==> src/common/wload_pkg.sv <==
// Weight loader shared types
`default_nettype none

package wload_pkg;

    // ======================================================================
    // Widths
    // ======================================================================
    localparam int ADDR_W           = 32;                // External byte address
    localparam int DATA_W           = 32;                // Read beat
    localparam int WEIGHT_W         = 16;                // FP16
    localparam int WEIGHTS_PER_BEAT = DATA_W / WEIGHT_W; // Two halves per beat

    // Response codes
    localparam logic [1:0] RESP_OKAY = 2'b00;

    // ======================================================================
    // Payload types
    // ======================================================================
    typedef logic [WEIGHT_W-1:0] weight_t; // Raw FP16 bits, never interpreted here

    // High half first in bit order, so lo sits at [15:0]
    typedef struct packed {
        weight_t hi;
        weight_t lo;
    } weight_pair_t;

    // Memory side sees raw, unpacker sees a pair
    typedef union packed {
        logic [DATA_W-1:0] raw;
        weight_pair_t      pair;
    } beat_u;

    // ======================================================================
    // Channel structs
    // ======================================================================
    // Read address request, always 4-byte INCR
    typedef struct packed {
        logic [ADDR_W-1:0] addr;
        logic [7:0]        len;  // Beats minus one
    } ar_req_t;

    // Read data beat
    typedef struct packed {
        beat_u      data;
        logic [1:0] resp;
        logic       last;   // Final beat of the burst
    } r_beat_t;

endpackage

`default_nettype wire

==> src/loader/beat_unpacker.sv <==
// Read beat to weight write unpacker
`default_nettype none

module beat_unpacker #(
    parameter int DEPTH = 2048  // Weights per load
) (
    input  logic                             clk,
    input  logic                             rst_n,
    input  logic                             load_begin,
    input  wload_pkg::r_beat_t               mem_r,
    input  logic                             mem_rvalid,
    output logic                             mem_rready,
    output logic [$clog2(DEPTH)-1:0]         wr_addr,
    output wload_pkg::weight_t               wr_data,
    output logic                             wr_en,
    output logic [$clog2(DEPTH+1)-1:0]       weights_written,
    output logic                             burst_retired,
    output logic                             load_error
);
    import wload_pkg::*;

    localparam int AW = $clog2(DEPTH);

    beat_u held;       // Accepted beat, high half still owed
    logic  hold_full;  // High half goes out this cycle
    logic  accept;

    assign accept = mem_rvalid && mem_rready;

    // ======================================================================
    // Control
    // ======================================================================
    always_ff @(posedge clk) begin
        if (!rst_n) begin
            mem_rready      <= 1'b0;
            wr_en           <= 1'b0;
            hold_full       <= 1'b0;
            weights_written <= '0;
            burst_retired   <= 1'b0;
            load_error      <= 1'b0;
        end else begin
            wr_en         <= accept || hold_full;      // Lo after accept, hi after that
            hold_full     <= accept;
            mem_rready    <= !accept;                  // Low while the lo half is out
            burst_retired <= accept && mem_r.last;

            if (load_begin) begin
                weights_written <= '0;
            end else if (accept || hold_full) begin
                weights_written <= weights_written + 1'b1;
            end

            // Sticky across the load
            if (load_begin) begin
                load_error <= 1'b0;
            end else if (accept && mem_r.resp != RESP_OKAY) begin
                load_error <= 1'b1;
            end
        end
    end

    // ======================================================================
    // Write payload
    // ======================================================================
    always_ff @(posedge clk) begin
        if (accept) begin
            held    <= mem_r.data;
            wr_data <= mem_r.data.pair.lo;           // Low half first
            wr_addr <= weights_written[AW-1:0];
        end else if (hold_full) begin
            wr_data <= held.pair.hi;
            wr_addr <= weights_written[AW-1:0];      // Already stepped past lo
        end
    end

    // A high-half write is always preceded by its low half
    a_pair_order: assert property (@(posedge clk) disable iff (!rst_n)
        wr_en && !hold_full |=> !(wr_en && !hold_full));

endmodule

`default_nettype wire

==> config.mk <==
export PLATFORM = sky130hd
export DESIGN_NAME = beat_unpacker
export DESIGN_NICKNAME = d
export VERILOG_FILES = /design/src/common/wload_pkg.sv /design/src/loader/beat_unpacker.sv
export SDC_FILE = /design/constraint.sdc
export NUM_CORES = 1
export LEC_CHECK = 0
export ABC_AREA = 1
export BUFFER_PORTS_ARGS = -buffer_cell sky130_fd_sc_hd__buf_2
export CAP_MARGIN = 10
export CORE_ASPECT_RATIO = 1.25
export CORE_MARGIN = 1
export CORE_UTILIZATION = 49
export DETAILED_ROUTE_END_ITERATION = 10
export HOLD_SLACK_MARGIN = 0.02
export PLACE_DENSITY = 0.79
export SYNTH_ARGS = -nofsm -noshare
export SYNTH_HDL_FRONTEND = slang
export SYNTH_SLANG_ARGS = --single-unit
==> constraint.sdc <==
create_clock -name clk -period 1.6 [get_ports clk]
set_input_delay 0.08 -clock clk [delete_from_list [all_inputs] [get_ports clk]]
set_output_delay 0.08 -clock clk [all_outputs]
set_load 0.03 [all_outputs]
; Word level (Yosys, flattened, before mapping)
; Index checks and enable logic that the tools add are counted.
; Widths: inputs -> output; s select.
[word_totals]
reg_bits = 76
latchBits = 0
ram_bits = 0
romBits = 0
inputBits = 39
out_inout_bits = 43
word_cells = 23
mem_count = 0
[op_classes]
addsub = 1
multipliers = 0
div = 0
magnitude_cmp = 0
eq_ne = 0
n_shift = 0
muxes = 4
bitwise = 1
n_reduce_logical = 8
[ops]
columns = cell, count
row1 = $mux 16, 2
row2 = $mux 11, 2
row3 = $add 12x1->12 const B, 1
row4 = $reduce_bool 2->1, 2
row5 = $logic_and 1x1->1, 3
row6 = $reduce_or 2->1, 1
row7 = $logic_not 1->1, 1
row8 = $logic_or 1x1->1, 1
row9 = $not 1->1, 1

; Logic depth before layout (Yosys ltp)
[logic_depth]
depth_word = 2
depth_mapped = 8
mapped_depth_nobuf = 8

; Worst setup path before layout
; Ideal clock, no wire load.
[synth_path]
path_kind = register to register
startpoint = reg weights_written[0]
endpoint = reg weights_written[10]
arrival_ps = 1364
t_required_ps = 1486
setup_slack_ps = 122
path_stages_with_launch = 9
synth_period_minus_slack_ps = 1478
path_cell_list = dfxtp_1 > ha_1 > nand2_1 > inv_1 > nand2_8 > nor2_8 > nand3_1 > nand2_1 > nor2_1
[synth_via]
elab_chain_cells = 1
[synth_lines]
columns = item, line
row1 = from (decl), beat_unpacker.sv:16  ; output logic [$clog2(DEPTH+1)-1:0] weights_written,
row2 = from (signal assigned), beat_unpacker.sv:50  ; weights_written <= weights_written + 1'b1;
row3 = $add 12x1->12, beat_unpacker.sv:50
; Every way passes these cells.
; A chain may end at the register's enable or synchronous reset.

; Final worst setup path
[layout_path]
startpoint = reg mem_rready
endpoint = reg weights_written[11]
[layout_via]
elab_chain_cells = 2
[layout_lines]
columns = item, line
row1 = from (decl), beat_unpacker.sv:12  ; output logic mem_rready,
row2 = from (signal assigned), beat_unpacker.sv:44  ; mem_rready <= !accept;
row3 = $logic_and 1x1->1, beat_unpacker.sv:28  ; assign accept = mem_rvalid && mem_rready;
row4 = $logic_or 1x1->1, beat_unpacker.sv:49  ; end else if (accept || hold_full) begin
; Every way passes these cells.

==> qor.yml <==
timing:
  fin_skew_ns: 0.00689
  maxSlewHeadroom_pct: 74.7
  finalSetupTns_ns: 0
  whs_ns: 0.0354
  period_share_pct: 90.8
  finalMaxSlewViolations: 0
  max_freq_ghz: 0.688
  setup_viol_count_final: 0
  rsz0062_at_grt: "no"
  worstMarginPinSlew_ns: 0.380
  finalCriticalPeriod_ns: 1.45
  hold_violations: 0
  fin_ws_ns: 0.147
worst_hold_path:
  whs_path_depth: 3
  hp-start: "mem_r[15]"
  hp-class: "in2reg"
  holdPathEnd: "wr_data[12]"
power_and_ir_drop:
  vdd_drop_max_mv: 0.782
  p_per_area_nw_per_um2: 997
  power_leakage_uw: 0.00146
logic_synthesis:
  yosysSeqAreaShare_pct: 71.4
  ys_types: 26
  synth_area_leader_cell: "edfxtp_1"
  ys_ff_latch: 60
  netlist_top_cells_area: "edfxtp_1 (57%), dfxtp_1 (15%), nand2_1 (10%), nor2_1 (3.0%), inv_1 (2.1%)"
  synth_edf_count: 43
  synth_top_cell_area_share_pct: 56.5
  synthCells: 192
  syn-mean-instance-area_um2: 11.9
  synth.net_count: 232
  syn-cell-area_um2: 2280
  yosys_most_used_dff: "edfxtp_1"
  ys_async_sr_fraction_pct: 0
  yosys_warnings: 0
detailed_routing:
  viasPerCell: 4.76
  dr_wl_met2_um: 2510
  drt-total-wl_um: 4820
  wl_met3_um: 239
  wl_met1_um: 1870
  first_iter_violations: 58
  wire_per_inst_um: 12.8
  vias: 1799
  route.detailed.drc: 0
  top_layer_used: "met4"
  ant_nets: 0
  first_pass_iters: 4
finish:
  finalInstanceArea_um2: 3220
  final_common_cell: "buf_2"
  layout-drive-gt1-share_pct: 33.8
  mostFrequentLayoutCells: "buf_2 (81), nand2_1 (63), edfxtp_1 (43)"
  fill_cells: 295
  nNetsFinal: 355
  antenna_cells: 0
  fin_util_pct: 72.8
  syn_to_final_growth_pct: 41.0
floorplan:
  rows: 27
  fp.dieW_um: 63.1
  die_h_um: 78.3
  start_util_pct: 51.6
  io_pins: 82
  die_area_um2: 4940
  core-area_um2: 4430
setup_path:
  rrSetupSlack_ns: 0.15
  worstSetupPathType: "reg2reg"
  cp.arrival_ns: 1.68
  worstReg2RegEnd: "weights_written[11]"
  cp_slowest_cell: "dfxtp_1"
  critPathRequiredTime_ns: 1.82
  cp_max_fo: 19
  cp-start-kind: "flop"
  cpPeakStageDelay_ns: 0.38
  reg2regPathDepth: 7
  cp-end-kind: "flop"
  crit_chain: "nand2_4, nand2_4, nand2_1, nor2_4, nand3_1, nand2_1, nor2_1"
  reg2reg_from: "mem_rready"
place:
  place_ws_ns: 0.179
  dpl_cell_area_um2: 2760
  finalWeightedCongestion: 0.883
  place.port_buffers: 81
  place_hpwl_um: 2880
grt:
  grt_max_degree: 22
  grt_pass1_vias: 1727
  overflow: 0
  grt_usage_pct: 21.5
  grt_pass1_wl_um: 7640
  antenna_found_initial: 0
clock_tree:
  clk_pin_slew_ns: 0.06
  clock_sinks: 60
  root_buffer: "clkbuf_8"
  h-tree-depth: 3
  cts_made_buffers: 9
  cts_tree: "yes"
  insertion_delay_ns: 0.33
  cts_resized: 0
  clk_path_buf_depth: 2
flow_run:
  drv_cap: 0
outcome:
  status: "completed"
[registers in the layout (all words and copies together), names as in the netlist]
signal and flops:
mem_rready 1, held 16, burst_retired 1, hold_full 1
weights_written 12, wr_addr 11, wr_data 16, load_error 1
wr_en 1
[where the power goes]
| part | total [uW] | internal (uW) | switching [uW] | leakage [uW] |
|---|---|---|---|---|
| combinational | 364 | 143 | 221 | 0.000831 |
| sequential | 1760 | 1740 | 19.0 | 0.000549 |
| clock | 1090 | 553 | 534 | 0.0000788 |
| total | 3210 | 2440 | 774 | 0.00146 |
[synth_stat cells, drive strengths merged (2+ instances only)]
cell type / n
nand2: 66
edfxtp: 43
nor2: 22
dfxtp: 17
inv: 14
a21oi: 8
o21ai: 6
nand3: 5
buf: 3
o21a: 2
[worst max-delay path, delay by kind of cell (launching register included)]
kind	cells	cell delay, ns
flops	1	0.38
simple gates	7	0.95
[metrics by stage]
| stage | total power, uW | cells |
|---|---|---|
| floorplan | 1980 | 192 |
| global placement | 2080 | 331 |
| detailed placement | 2090 | 331 |
| CTS | 3220 | 378 |
| global route | 3320 | 378 |
| finish | 3210 | 378 |
[final cells by class]
| class | instances | area, um2 | share of cell area [%] |
|---|---|---|---|
| Clock buffer | 13 | 139 | 4.31 |
| Clock inverter | 3 | 13.8 | 0.427 |
| Inverter | 14 | 52.6 | 1.63 |
| Multi-Input combinational cell | 114 | 567 | 17.6 |
| Sequential cell | 60 | 1630 | 50.6 |
| Tap cell | 58 | 72.6 | 2.25 |
| Timing Repair Buffer | 116 | 746 | 23.1 |
[worst max path at each step]
stage,start,slack (ns),to,depth (start not counted)
finish,mem_rready,0.15,weights_written[11],7
global placement,mem_rready,0.25,weights_written[9],7
global route,mem_rready,0.05,weights_written[11],7
floorplan,weights_written[0],0.12,weights_written[10],8
detailed placement,mem_rready,0.18,weights_written[11],7
CTS,mem_rready,0.17,weights_written[11],7
[cells by family (layout without fill, tap and decap cells)]
family | Yosys count | in the layout | share of synthesized area (%)
simple gates | 95 | 95 | 19.8
compound gates | 18 | 18 | 4.49
fa+ha+maj | 1 | 1 | 0.548
flops | 60 | 60 | 71.4
buf+inv | 18 | 146 | 3.78
[metal layers]
layer  vias to the layer above  GRT usage (%)
met5                         -              0
met4                         0           18.4
met3                        21           4.51
met2                        77           35.4
met1                       819           23.4
li1                        882              -
[repair_timing]
item | 4_1_cts | 5_1_grt
hold buffers | 31 | 0
endpoints found under the setup margin | 0 | 0
hold endpoints to repair | 32 | 0
setup buffers | 0 | 0
(Power assumes the default switching activity.)
