File: src/common/wload_pkg.sv
// Weight loader shared types
`default_nettype none

package wload_pkg;

    // ======================================================================
    // Widths
    // ======================================================================
    localparam int ADDR_W           = 32;                // External byte address
    localparam int DATA_W           = 32;                // Read beat
    localparam int WEIGHT_W         = 16;                // FP16
    localparam int WEIGHTS_PER_BEAT = DATA_W / WEIGHT_W; // Two halves per beat

    // Response codes
    localparam logic [1:0] RESP_OKAY = 2'b00;

    // ======================================================================
    // Payload types
    // ======================================================================
    typedef logic [WEIGHT_W-1:0] weight_t; // Raw FP16 bits, never interpreted here

    // High half first in bit order, so lo sits at [15:0]
    typedef struct packed {
        weight_t hi;
        weight_t lo;
    } weight_pair_t;

    // Memory side sees raw, unpacker sees a pair
    typedef union packed {
        logic [DATA_W-1:0] raw;
        weight_pair_t      pair;
    } beat_u;

    // ======================================================================
    // Channel structs
    // ======================================================================
    // Read address request, always 4-byte INCR
    typedef struct packed {
        logic [ADDR_W-1:0] addr;
        logic [7:0]        len;  // Beats minus one
    } ar_req_t;

    // Read data beat
    typedef struct packed {
        beat_u      data;
        logic [1:0] resp;
        logic       last;   // Final beat of the burst
    } r_beat_t;

endpackage

`default_nettype wire

File: src/loader/burst_reader.sv
// Burst read issue and load control
`default_nettype none

module burst_reader #(
    parameter int PE_COUNT  = 128,
    parameter int SPIKES    = 16,
    parameter int BURST_LEN = 16
) (
    input  logic                                  clk,
    input  logic                                  rst_n,
    input  logic                                  load_start,
    input  logic [wload_pkg::ADDR_W-1:0]          base_addr,
    output wload_pkg::ar_req_t                    mem_ar,
    output logic                                  mem_arvalid,
    input  logic                                  mem_arready,
    input  logic                                  burst_retired,
    input  logic [$clog2(PE_COUNT*SPIKES+1)-1:0]  weights_written,
    output logic                                  load_busy,
    output logic                                  load_done,
    output logic                                  load_begin,
    output logic                                  swap
);
    import wload_pkg::*;

    // ======================================================================
    // Load geometry
    // ======================================================================
    localparam int TOTAL_WEIGHTS = PE_COUNT * SPIKES;
    localparam int TOTAL_BEATS   = TOTAL_WEIGHTS / WEIGHTS_PER_BEAT;
    localparam int TOTAL_BURSTS  = (TOTAL_BEATS + BURST_LEN - 1) / BURST_LEN;
    localparam int LAST_LEN      = TOTAL_BEATS - (TOTAL_BURSTS - 1) * BURST_LEN; // Tail burst
    localparam int CNT_W         = $clog2(TOTAL_WEIGHTS + 1);
    localparam int BURST_W       = $clog2(TOTAL_BURSTS + 1);

    localparam logic [ADDR_W-1:0] BURST_STEP = ADDR_W'(BURST_LEN * (DATA_W / 8));
    localparam logic [7:0]        FULL_LEN   = 8'(BURST_LEN - 1);
    localparam logic [7:0]        TAIL_LEN   = 8'(LAST_LEN - 1);

    localparam logic [1:0] ST_IDLE  = 2'd0;
    localparam logic [1:0] ST_ISSUE = 2'd1; // Requests still to send
    localparam logic [1:0] ST_DRAIN = 2'd2; // All sent, waiting on writes

    logic [1:0]         state;
    logic [BURST_W-1:0] issued;     // Bursts raised on AR so far
    logic [1:0]         out_cnt;    // Issued but not yet retired, pending AR included
    logic [1:0]         out_eff;    // Count after this cycle's retire
    logic [ADDR_W-1:0]  next_addr;  // Address of the next burst
    logic               ar_fire;
    logic               issue;      // Raise a new request this cycle
    logic               final_burst;

    assign ar_fire     = mem_arvalid && mem_arready;
    assign out_eff     = out_cnt - {1'b0, burst_retired};
    assign final_burst = (issued == BURST_W'(TOTAL_BURSTS - 1));

    // Slot free when AR idle or handing over, and window not full
    assign issue = (state == ST_ISSUE) && (issued != BURST_W'(TOTAL_BURSTS))
                && (!mem_arvalid || ar_fire) && (out_eff < 2'd2);

    // ======================================================================
    // Control FSM
    // ======================================================================
    always_ff @(posedge clk) begin
        if (!rst_n) begin
            state       <= ST_IDLE;
            issued      <= '0;
            out_cnt     <= '0;
            mem_arvalid <= 1'b0;
            load_busy   <= 1'b0;
            load_done   <= 1'b0;
            load_begin  <= 1'b0;
            swap        <= 1'b0;
        end else begin
            load_begin <= 1'b0;                    // Pulses
            swap       <= 1'b0;
            out_cnt    <= out_eff + {1'b0, issue}; // Counted at issue, freed at retire
            case (state)
                ST_IDLE: begin
                    if (load_start) begin          // Only sampled while not busy
                        state      <= ST_ISSUE;
                        issued     <= '0;
                        load_busy  <= 1'b1;
                        load_done  <= 1'b0;
                        load_begin <= 1'b1;        // Clears unpacker count and error
                    end
                end
                ST_ISSUE: begin
                    if (issue) begin
                        mem_arvalid <= 1'b1;
                        issued      <= issued + 1'b1;
                    end else if (ar_fire) begin
                        mem_arvalid <= 1'b0;
                        if (issued == BURST_W'(TOTAL_BURSTS)) begin
                            state <= ST_DRAIN;     // Last request accepted
                        end
                    end
                end
                ST_DRAIN: begin
                    // Count already covers the write on the wire this cycle
                    if (weights_written == CNT_W'(TOTAL_WEIGHTS)) begin
                        state     <= ST_IDLE;
                        swap      <= 1'b1;
                        load_busy <= 1'b0;
                        load_done <= 1'b1;         // Held until next accepted start
                    end
                end
                default: state <= ST_IDLE;
            endcase
        end
    end

    // Request payload, only moves when a new burst is raised
    always_ff @(posedge clk) begin
        if (state == ST_IDLE && load_start) begin
            next_addr <= base_addr;
        end else if (issue) begin
            mem_ar.addr <= next_addr;
            mem_ar.len  <= final_burst ? TAIL_LEN : FULL_LEN;
            next_addr   <= next_addr + BURST_STEP;
        end
    end

    // ======================================================================
    // Checks
    // ======================================================================
    a_ar_stable: assert property (@(posedge clk) disable iff (!rst_n)
        mem_arvalid && !mem_arready |=> $stable(mem_ar));

    a_window: assert property (@(posedge clk) disable iff (!rst_n)
        out_cnt <= 2'd2);

endmodule

`default_nettype wire

File: config.mk
export PLATFORM = sky130hd
export DESIGN_NAME = burst_reader
export DESIGN_NICKNAME = d
export VERILOG_FILES = /design/src/common/wload_pkg.sv /design/src/loader/burst_reader.sv
export SDC_FILE = /design/constraint.sdc
export NUM_CORES = 1
export LEC_CHECK = 0
export ABC_AREA = 1
export CAP_MARGIN = 0
export CORE_MARGIN = 8
export CORE_UTILIZATION = 55
export CTS_BUF_LIST = sky130_fd_sc_hd__clkbuf_8 sky130_fd_sc_hd__clkbuf_16
export DETAILED_ROUTE_END_ITERATION = 7
export DONT_BUFFER_PORTS = 1
export GPL_ROUTABILITY_DRIVEN = 0
export PLACE_DENSITY_LB_ADDON = 0.1
export SLEW_MARGIN = 20
export SYNTH_ARGS = -nofsm -noshare
export SYNTH_HDL_FRONTEND = slang
export SYNTH_SLANG_ARGS = --single-unit
File: constraint.sdc
create_clock -name clk -period 4.2 [get_ports clk]
set_input_delay 0.84 -clock clk [delete_from_list [all_inputs] [get_ports clk]]
set_output_delay 0.84 -clock clk [all_outputs]
set_load 0.02 [all_outputs]
Word level (Yosys, flattened, before mapping)
Index checks and enable logic that the tools add are counted.

operators by class
  add/sub/neg operators = 4
  $lt $le $gt $ge = 1
  equal/unequal tests = 11
  mux-type cells = 21
  bitwise logic cells = 1
  reductions and logical operators = 19

operators by type and width
  cell                                                    number
  2-to-1 mux 32 bit                                       2
  adder 32 x 7 -> 32 bit (second input constant)          1
  2-to-1 mux 7 bit                                        2
  case mux 7 bit (2 select lines)                         1
  equality test 12 bit (second input constant)            1
  2-to-1 mux 2 bit                                        5
  inequality test 2 bit (second input constant)           5
  2-to-1 mux 1 bit                                        8
  AND reduction 2 bit                                     4
  nonzero test 2 bit                                      4
  adder 7 x 1 -> 7 bit (second input constant)            1
  equality test 7 bit (second input constant)             1
  inequality test 7 bit (second input constant)           1
  case mux 2 bit (3 select lines)                         1
  AND reduction 3 bit                                     2
  logical AND 1 bit                                       5
  AND reduction 5 bit                                     1
  case mux 1 bit (2 select lines)                         2
  adder 2 x 1 -> 2 bit                                    1
  equality test 2 x 1 -> 1 bit (second input constant)    1
  equality test 2 bit (second input constant)             1
  logical NOT 2 bit                                       1
  < comparator 2 bit (second input constant)              1
  inequality test 2 x 1 -> 1 bit (second input constant)  1
  other kinds (4)                                         4

word-level totals
  register bits = 80
  input port bits = 49
  output and inout bits = 45

Longest topological paths before layout
Gate-level depths: netlist of the first run.

  depth after elaboration = 6
  depth in mapped cells = 12
  depth with buffers taken out = 12

Worst setup path after synthesis of the first run
OpenSTA, ideal clock, no wires.

  kind = input-to-reg
  start point = in burst_retired
  end point = reg issued[0]
  library setup time = 0.117 ns
  arrival time = 3.133 ns
  slack = 0.950 ns
  stages on the path = 7
  path through = ha_1 -> xnor2_1 -> nand2_1 -> nor2_1 -> nor2_2 -> a21oi_1 -> nor2_1

on the way
  longest elaborated chain between the ends = 5

RTL lines
  element                                 line                RTL
  start: declaration                      burst_reader.sv:16  input logic burst_retired,
  subtractor 2 x 1 -> 2 bit               burst_reader.sv:53  assign out_eff = out_cnt - {1'b0, burst_retired};
  < comparator 2 bit                      burst_reader.sv:58  && (!mem_arvalid || ar_fire) && (out_eff < 2'd2);
  logical AND 1 bit                       burst_reader.sv:58
  inequality test 2 bit (no source line)  --
  AND reduction 3 bit (no source line)    --
  end signal: assignment                  burst_reader.sv:90  issued <= issued + 1'b1;
  end: declaration                        burst_reader.sv:44  logic [BURST_W-1:0] issued;

No other way between the ends.
A chain may end at the register's enable or synchronous reset.

Final worst setup path of the first run
Same ends and word-level chain as after synthesis.

==> flow_summary.toml, run 1 <==
[drt]
dr.pass1.iters = 4
antenna_left = 0
drt_wl_total_mm = 7.84
wire_per_inst_um = 14.8
via_per_inst = 5.05
drt_iter0_drc = 107
num_vias = 2677
remaining_drc_errors = 0

[die]
die_area_mm2 = 0.0100
ios = 94
start_util_pct = 57.0
die_y_um = 100
fp.coreArea_mm2 = 0.00683
die_w_um = 100
core.rowCount = 30

[global_routing]
grt_max_degree = 45
grt_pass1_vias = 2637
overflow = 0
grt_pass1_wl_mm = 12.8
antenna_found_initial = 0
grt_use_total_pct = 16.1

[power_and_ir_drop]
total_power_mw = 2.12
powerDensity_mw_per_mm2 = 509
peakVddDrop_uv = 234
leakage_nw = 1.63

[critical_path]
crit_required_ns = 4.44
rr_worst_depth = 10
cp.arrival_ns = 2.50
worstReg2RegStart = "issued[0]$_SDFFE_PN0P_"
critPathLaunchType = "input port"
crit_path_start = "burst_retired"
critPathMaxFanout = 33
end_kind = "flop"
crit_type = "in -> reg"

[placement]
dpl.cell_count = 514
io_buffers = 0
dp_hpwl_mm = 5.77
placed_cell_area_mm2 = 0.00393
dp_slack_ns = 1.50

[clock_tree]
cts_setup_buffers = 0
cts_resized = 0
cts_made_buffers = 9
insertion_delay_ns = 0.35
hold_buffers = 0
cts_buffer_depth = 2
htreeDepth = 3
clk_pin_slew_ns = 0.08
cts-root-buf = "clkbuf_8"
cts_tree = "built"
clkSinkCount = 80

[logic_synthesis]
yosys_warnings = 0
syn-cell-area_mm2 = 0.00389
ys_types = 34
async_reset_ff_share_pct = 0
synthCells = 427
ys_seq_area_share_pct = 57.6
ys_seq_elements = 80
avgSynthCellArea_um2 = 9.12
synth_edf_count = 64
ys.flop_type = "edfxtp_1"

[sta]
whs_ns = 0.424
grt_setup_unrepaired = "no"
max_freq_mhz = 442
fin_crit_ns = 2.26
relSlewSlack_pct = 40.0
fin_tns_setup_ns = 0
tightest_slew_ns = 0.897
skew_ns = 0.0122
drv_slew = 0
setup_ws_ns = 1.94
setup_viol = 0
period_share_pct = 53.8
hold_viol = 0

[layout]
nNetsFinal = 482
final_cells = 530
fin_area_mm2 = 0.00417
syn_to_final_growth_pct = 7.04
post-route-util_pct = 61.0
drive_gt1_share_pct = 8.29
final_common_cell = "nand2_1"
diodes = 0
layout_common_cells = "nand2_1, nor2_1, edfxtp_1"

[min_path]
worstHoldPathCells = 0
hold_path.startpoint = "next_addr[5]$_DFFE_PP_"
holdCritPathClass = "reg -> reg"

[status]
status = "complete, no violations"

[run]
cap_violations = 0
## cell type report
class | instances | area [um^2]
clock buffer | 9 | 124
fill | 609 | 2670
clock inverter | 7 | 113
tap | 96 | 120
multi-input combinational | 305 | 1440
inverter | 33 | 124
sequential | 80 | 2240
## logic make-up (layout without fill, tap and decap cells)
kind of cell / Yosys count / in the layout / synth area share [%]
xor gates and xnor gates: 14 / 14 / 3.15
adders and majority gates: 4 / 4 / 1.29
DFF: 80 / 80 / 57.6
other: 2 / 8 / 0.193
buffers and inverters: 48 / 49 / 6.08
AOI/OAI and AO/OA: 34 / 34 / 4.92
and+or+nand+nor: 245 / 245 / 26.8
## power breakdown
| group | internal (mW) | leakage (nW) | switching [mW] |
|---|---|---|---|
| Sequential | 1.02 | 0.742 | 0.138 |
| Clock | 0.391 | 0.118 | 0.278 |
| Combinational | 0.0961 | 0.769 | 0.199 |
| Total | 1.50 | 1.63 | 0.615 |
## critical path, cell delays in order
cell	delay, ns
ha_1	0.18
xnor2_1	0.23
nand2_1	0.14
nor2_4	0.72
nor2_2	0.15
a21oi_1	0.17
nor2_1	0.06
## Yosys cell counts (all sizes together), types with 2 or more instances
| library cell | number | share of area [%] |
|---|---|---|
| o21ai | 19 | 2.7 |
| a21oi | 12 | 1.6 |
| nor2 | 67 | 6.9 |
| dfxtp | 16 | 8.2 |
| edfxtp | 64 | 49 |
| xor2 | 7 | 1.6 |
| xnor2 | 7 | 1.6 |
| nand2 | 145 | 15 |
| nor3b | 2 | 0.39 |
| or2 | 4 | 0.64 |
| inv | 33 | 3.2 |
| ha | 4 | 1.3 |
| nand3 | 18 | 2.6 |
| buf | 14 | 2.8 |
| nand3b | 6 | 1.2 |
| o21bai | 2 | 0.39 |
| conb | 2 | 0.19 |
## worst paths after layout
path	slack [ns]	endpoint
setup reg to reg	2.05	issued[0]$_SDFFE_PN0P_
setup / recovery	1.94	issued[0]$_SDFFE_PN0P_
hold / removal	0.42	mem_ar[13]$_DFFE_PP_
hold reg to reg	0.42	mem_ar[13]$_DFFE_PP_
## state kept, by name, indices dropped and copies added, names as in the netlist
register and flops:
issued 7, load_begin 1, load_busy 1, load_done 1, mem_ar 32, mem_arvalid 1
next_addr 32, out_cnt 2, state 2, swap 1
## metal layers
metal / global-route usage [%] / vias up / wire length, um
met4: 6.74 / 0 / 116
met5: 0 / - / 0
met1: 19.0 / 1232 / 3400
li1: - / 1367 / -
met3: 4.50 / 10 / 433
met2: 26.9 / 68 / 3890
Power figures use the tool's default switching activity.
==> inputs of run 2 (changes only) <==
- clock period: 4.2 -> 2.1 ns (I/O delays scaled with it)
==> run 2 against run 1 <==
  * Setup slack worse by 1.6 ns
  * Power increased by 96%
  * Global-route usage grew 0.40 points
  * Sequential power rose by 100%
  * Utilization increased by 0.75 points
  * Clock skew shrank 0.0012 ns
  * Design area is 1.2% higher
  * Via count increased by 0.64%
  * First-iteration DRC count increased by 30%
  * Register-to-register slack lost 1.7 ns
  * Combinational power up 120%
  * Largest power group unchanged
==> flow_summary.toml, run 2 (synthesized netlist as in run 1, its figures left out) <==
[status]
status = "complete, no violations"

[layout]
fillers = 621
diodes = 0
layout_common_cells = "nand2_1, nor2_1, edfxtp_1"
final_common_cell = "nand2_1"
drive_gt1_share_pct = 9.34
seqCellArea_mm2 = 0.00224
multi_input_area_mm2 = 0.00144
reg_top3 = "mem_ar: 32 flops, next_addr: 32 flops, issued: 7 flops"
nNetsFinal = 487
syn_to_final_growth_pct = 8.36

[clock_tree]
cts-root-buf = "clkbuf_8"
insertion_delay_ns = 0.35
cts_buffer_depth = 2
cts_setup_buffers = 0
cts_resized = 0
hold_buffers = 0
htreeDepth = 3
clkSinkCount = 80
clk_pin_slew_ns = 0.08
cts_tree = "built"
cts_made_buffers = 9

[global_routing]
grt_use_total_pct = 16.5
grt_pass1_wl_mm = 13.0
grt_max_degree = 36
overflow = 0
antenna_found_initial = 0
grt_pass1_vias = 2756

[die]
ios = 94
start_util_pct = 57.0
fp.coreArea_mm2 = 0.00683
die_y_um = 100
core.rowCount = 30
die_area_mm2 = 0.0100
die_w_um = 100

[power_and_ir_drop]
powerDensity_mw_per_mm2 = 985
total_power_mw = 4.15
leakage_nw = 1.66
peakVddDrop_uv = 370

[drt]
wire_per_inst_um = 14.6
remaining_drc_errors = 0
antenna_left = 0
dr.pass1.iters = 4
wl_met3_um = 464
wl_met2_mm = 3.97
via_per_inst = 5.04
num_vias = 2694
wl_met1_mm = 3.28
drt_iter0_drc = 139
maxUsedRoutingLayer = "met4"
drt_wl_total_mm = 7.82

[sta]
fin_tns_setup_ns = 0
max_freq_mhz = 562
drv_slew = 0
grt_setup_unrepaired = "no"
setup_viol = 0
fin_crit_ns = 1.78
period_share_pct = 84.8
skew_ns = 0.0110
hold_viol = 0
whs_ns = 0.195

[critical_path]
rr_worst_depth = 11
r2r_slack_ns = 0.32
crit_type = "reg -> reg"
r2r_end = "issued[5]$_SDFFE_PN0P_"
crit_required_ns = 2.34
end_kind = "flop"
critPathLaunchType = "flop"
cp.arrival_ns = 2.02
worstReg2RegStart = "out_cnt[0]$_SDFF_PN0_"
critPathMaxFanout = 35

[min_path]
hold_path.startpoint = "rst_n"
holdCritPathClass = "in -> reg"
worstHoldEndpoint = "issued[2]$_SDFFE_PN0P_"
worstHoldPathCells = 2

[placement]
dp_hpwl_mm = 5.98
io_buffers = 0

[run]
cap_violations = 0
run 2: cell types whose count changed in the layout (fill, tap and decap cells not counted):
cell / before / now
bufinv_16: 3 / 2
clkinv_2: 0 / 1
buf_4: 0 / 2
clkinvlp_4: 2 / 1
buf_12: 0 / 3
clkinv_4: 0 / 1
run 2: worst max-delay path, cell delays in order (launching register included):
cell     delay, ns
dfxtp_1       0.31
inv_1         0.04
ha_1          0.18
xnor2_1       0.27
nand2_1       0.16
inv_1         0.12
nand2_4       0.07
nand2_4       0.06
buf_12        0.20
o21ai_0       0.12
inv_1         0.07
nor2_1        0.04
run 2: worst max path at each step:
stage,startpoint,endpoint,slack [ns]
floorplan,burst_retired,issued[0]$_SDFFE_PN0P_,0.16
global placement,burst_retired,issued[5]$_SDFFE_PN0P_,0.32
detailed placement,burst_retired,issued[1]$_SDFFE_PN0P_,0.27
CTS,out_cnt[0]$_SDFF_PN0_,issued[5]$_SDFFE_PN0P_,0.36
global route,out_cnt[0]$_SDFF_PN0_,issued[6]$_SDFFE_PN0P_,0.19
finish,out_cnt[0]$_SDFF_PN0_,issued[5]$_SDFFE_PN0P_,0.32
run 2: final cells by class:
| type | instances | area share, % |
|---|---|---|
| clock buffer | 9 | 2.94 |
| tap | 96 | 2.85 |
| inverter | 33 | 2.94 |
| sequential | 80 | 53.2 |
| clock inverter | 7 | 2.11 |
| multi-input combinational | 305 | 34.2 |
| timing repair buffer | 5 | 1.78 |
run 2: metrics by stage:
step	utilization (%)	setup slack (ns)	cell area [um^2]	cells
global route	61.7	0.190	4220	535
CTS	61.7	0.356	4220	535
detailed placement	58.6	0.272	4010	519
finish	61.7	0.320	4220	535
global placement	58.6	0.317	4010	519
floorplan	-	0.156	3920	433
run 2: per-layer routing:
metal,vias to the layer above,GRT usage (%)
li1,1386,-
met1,1219,18.1
met2,78,29.2
met3,11,4.43
met4,0,7.33
met5,-,0
run 2: where the power goes:
| part | internal [mW] | switching (mW) |
|---|---|---|
| combinational | 0.231 | 0.411 |
| clock | 0.661 | 0.540 |
| sequential | 2.03 | 0.278 |
| total | 2.92 | 1.23 |
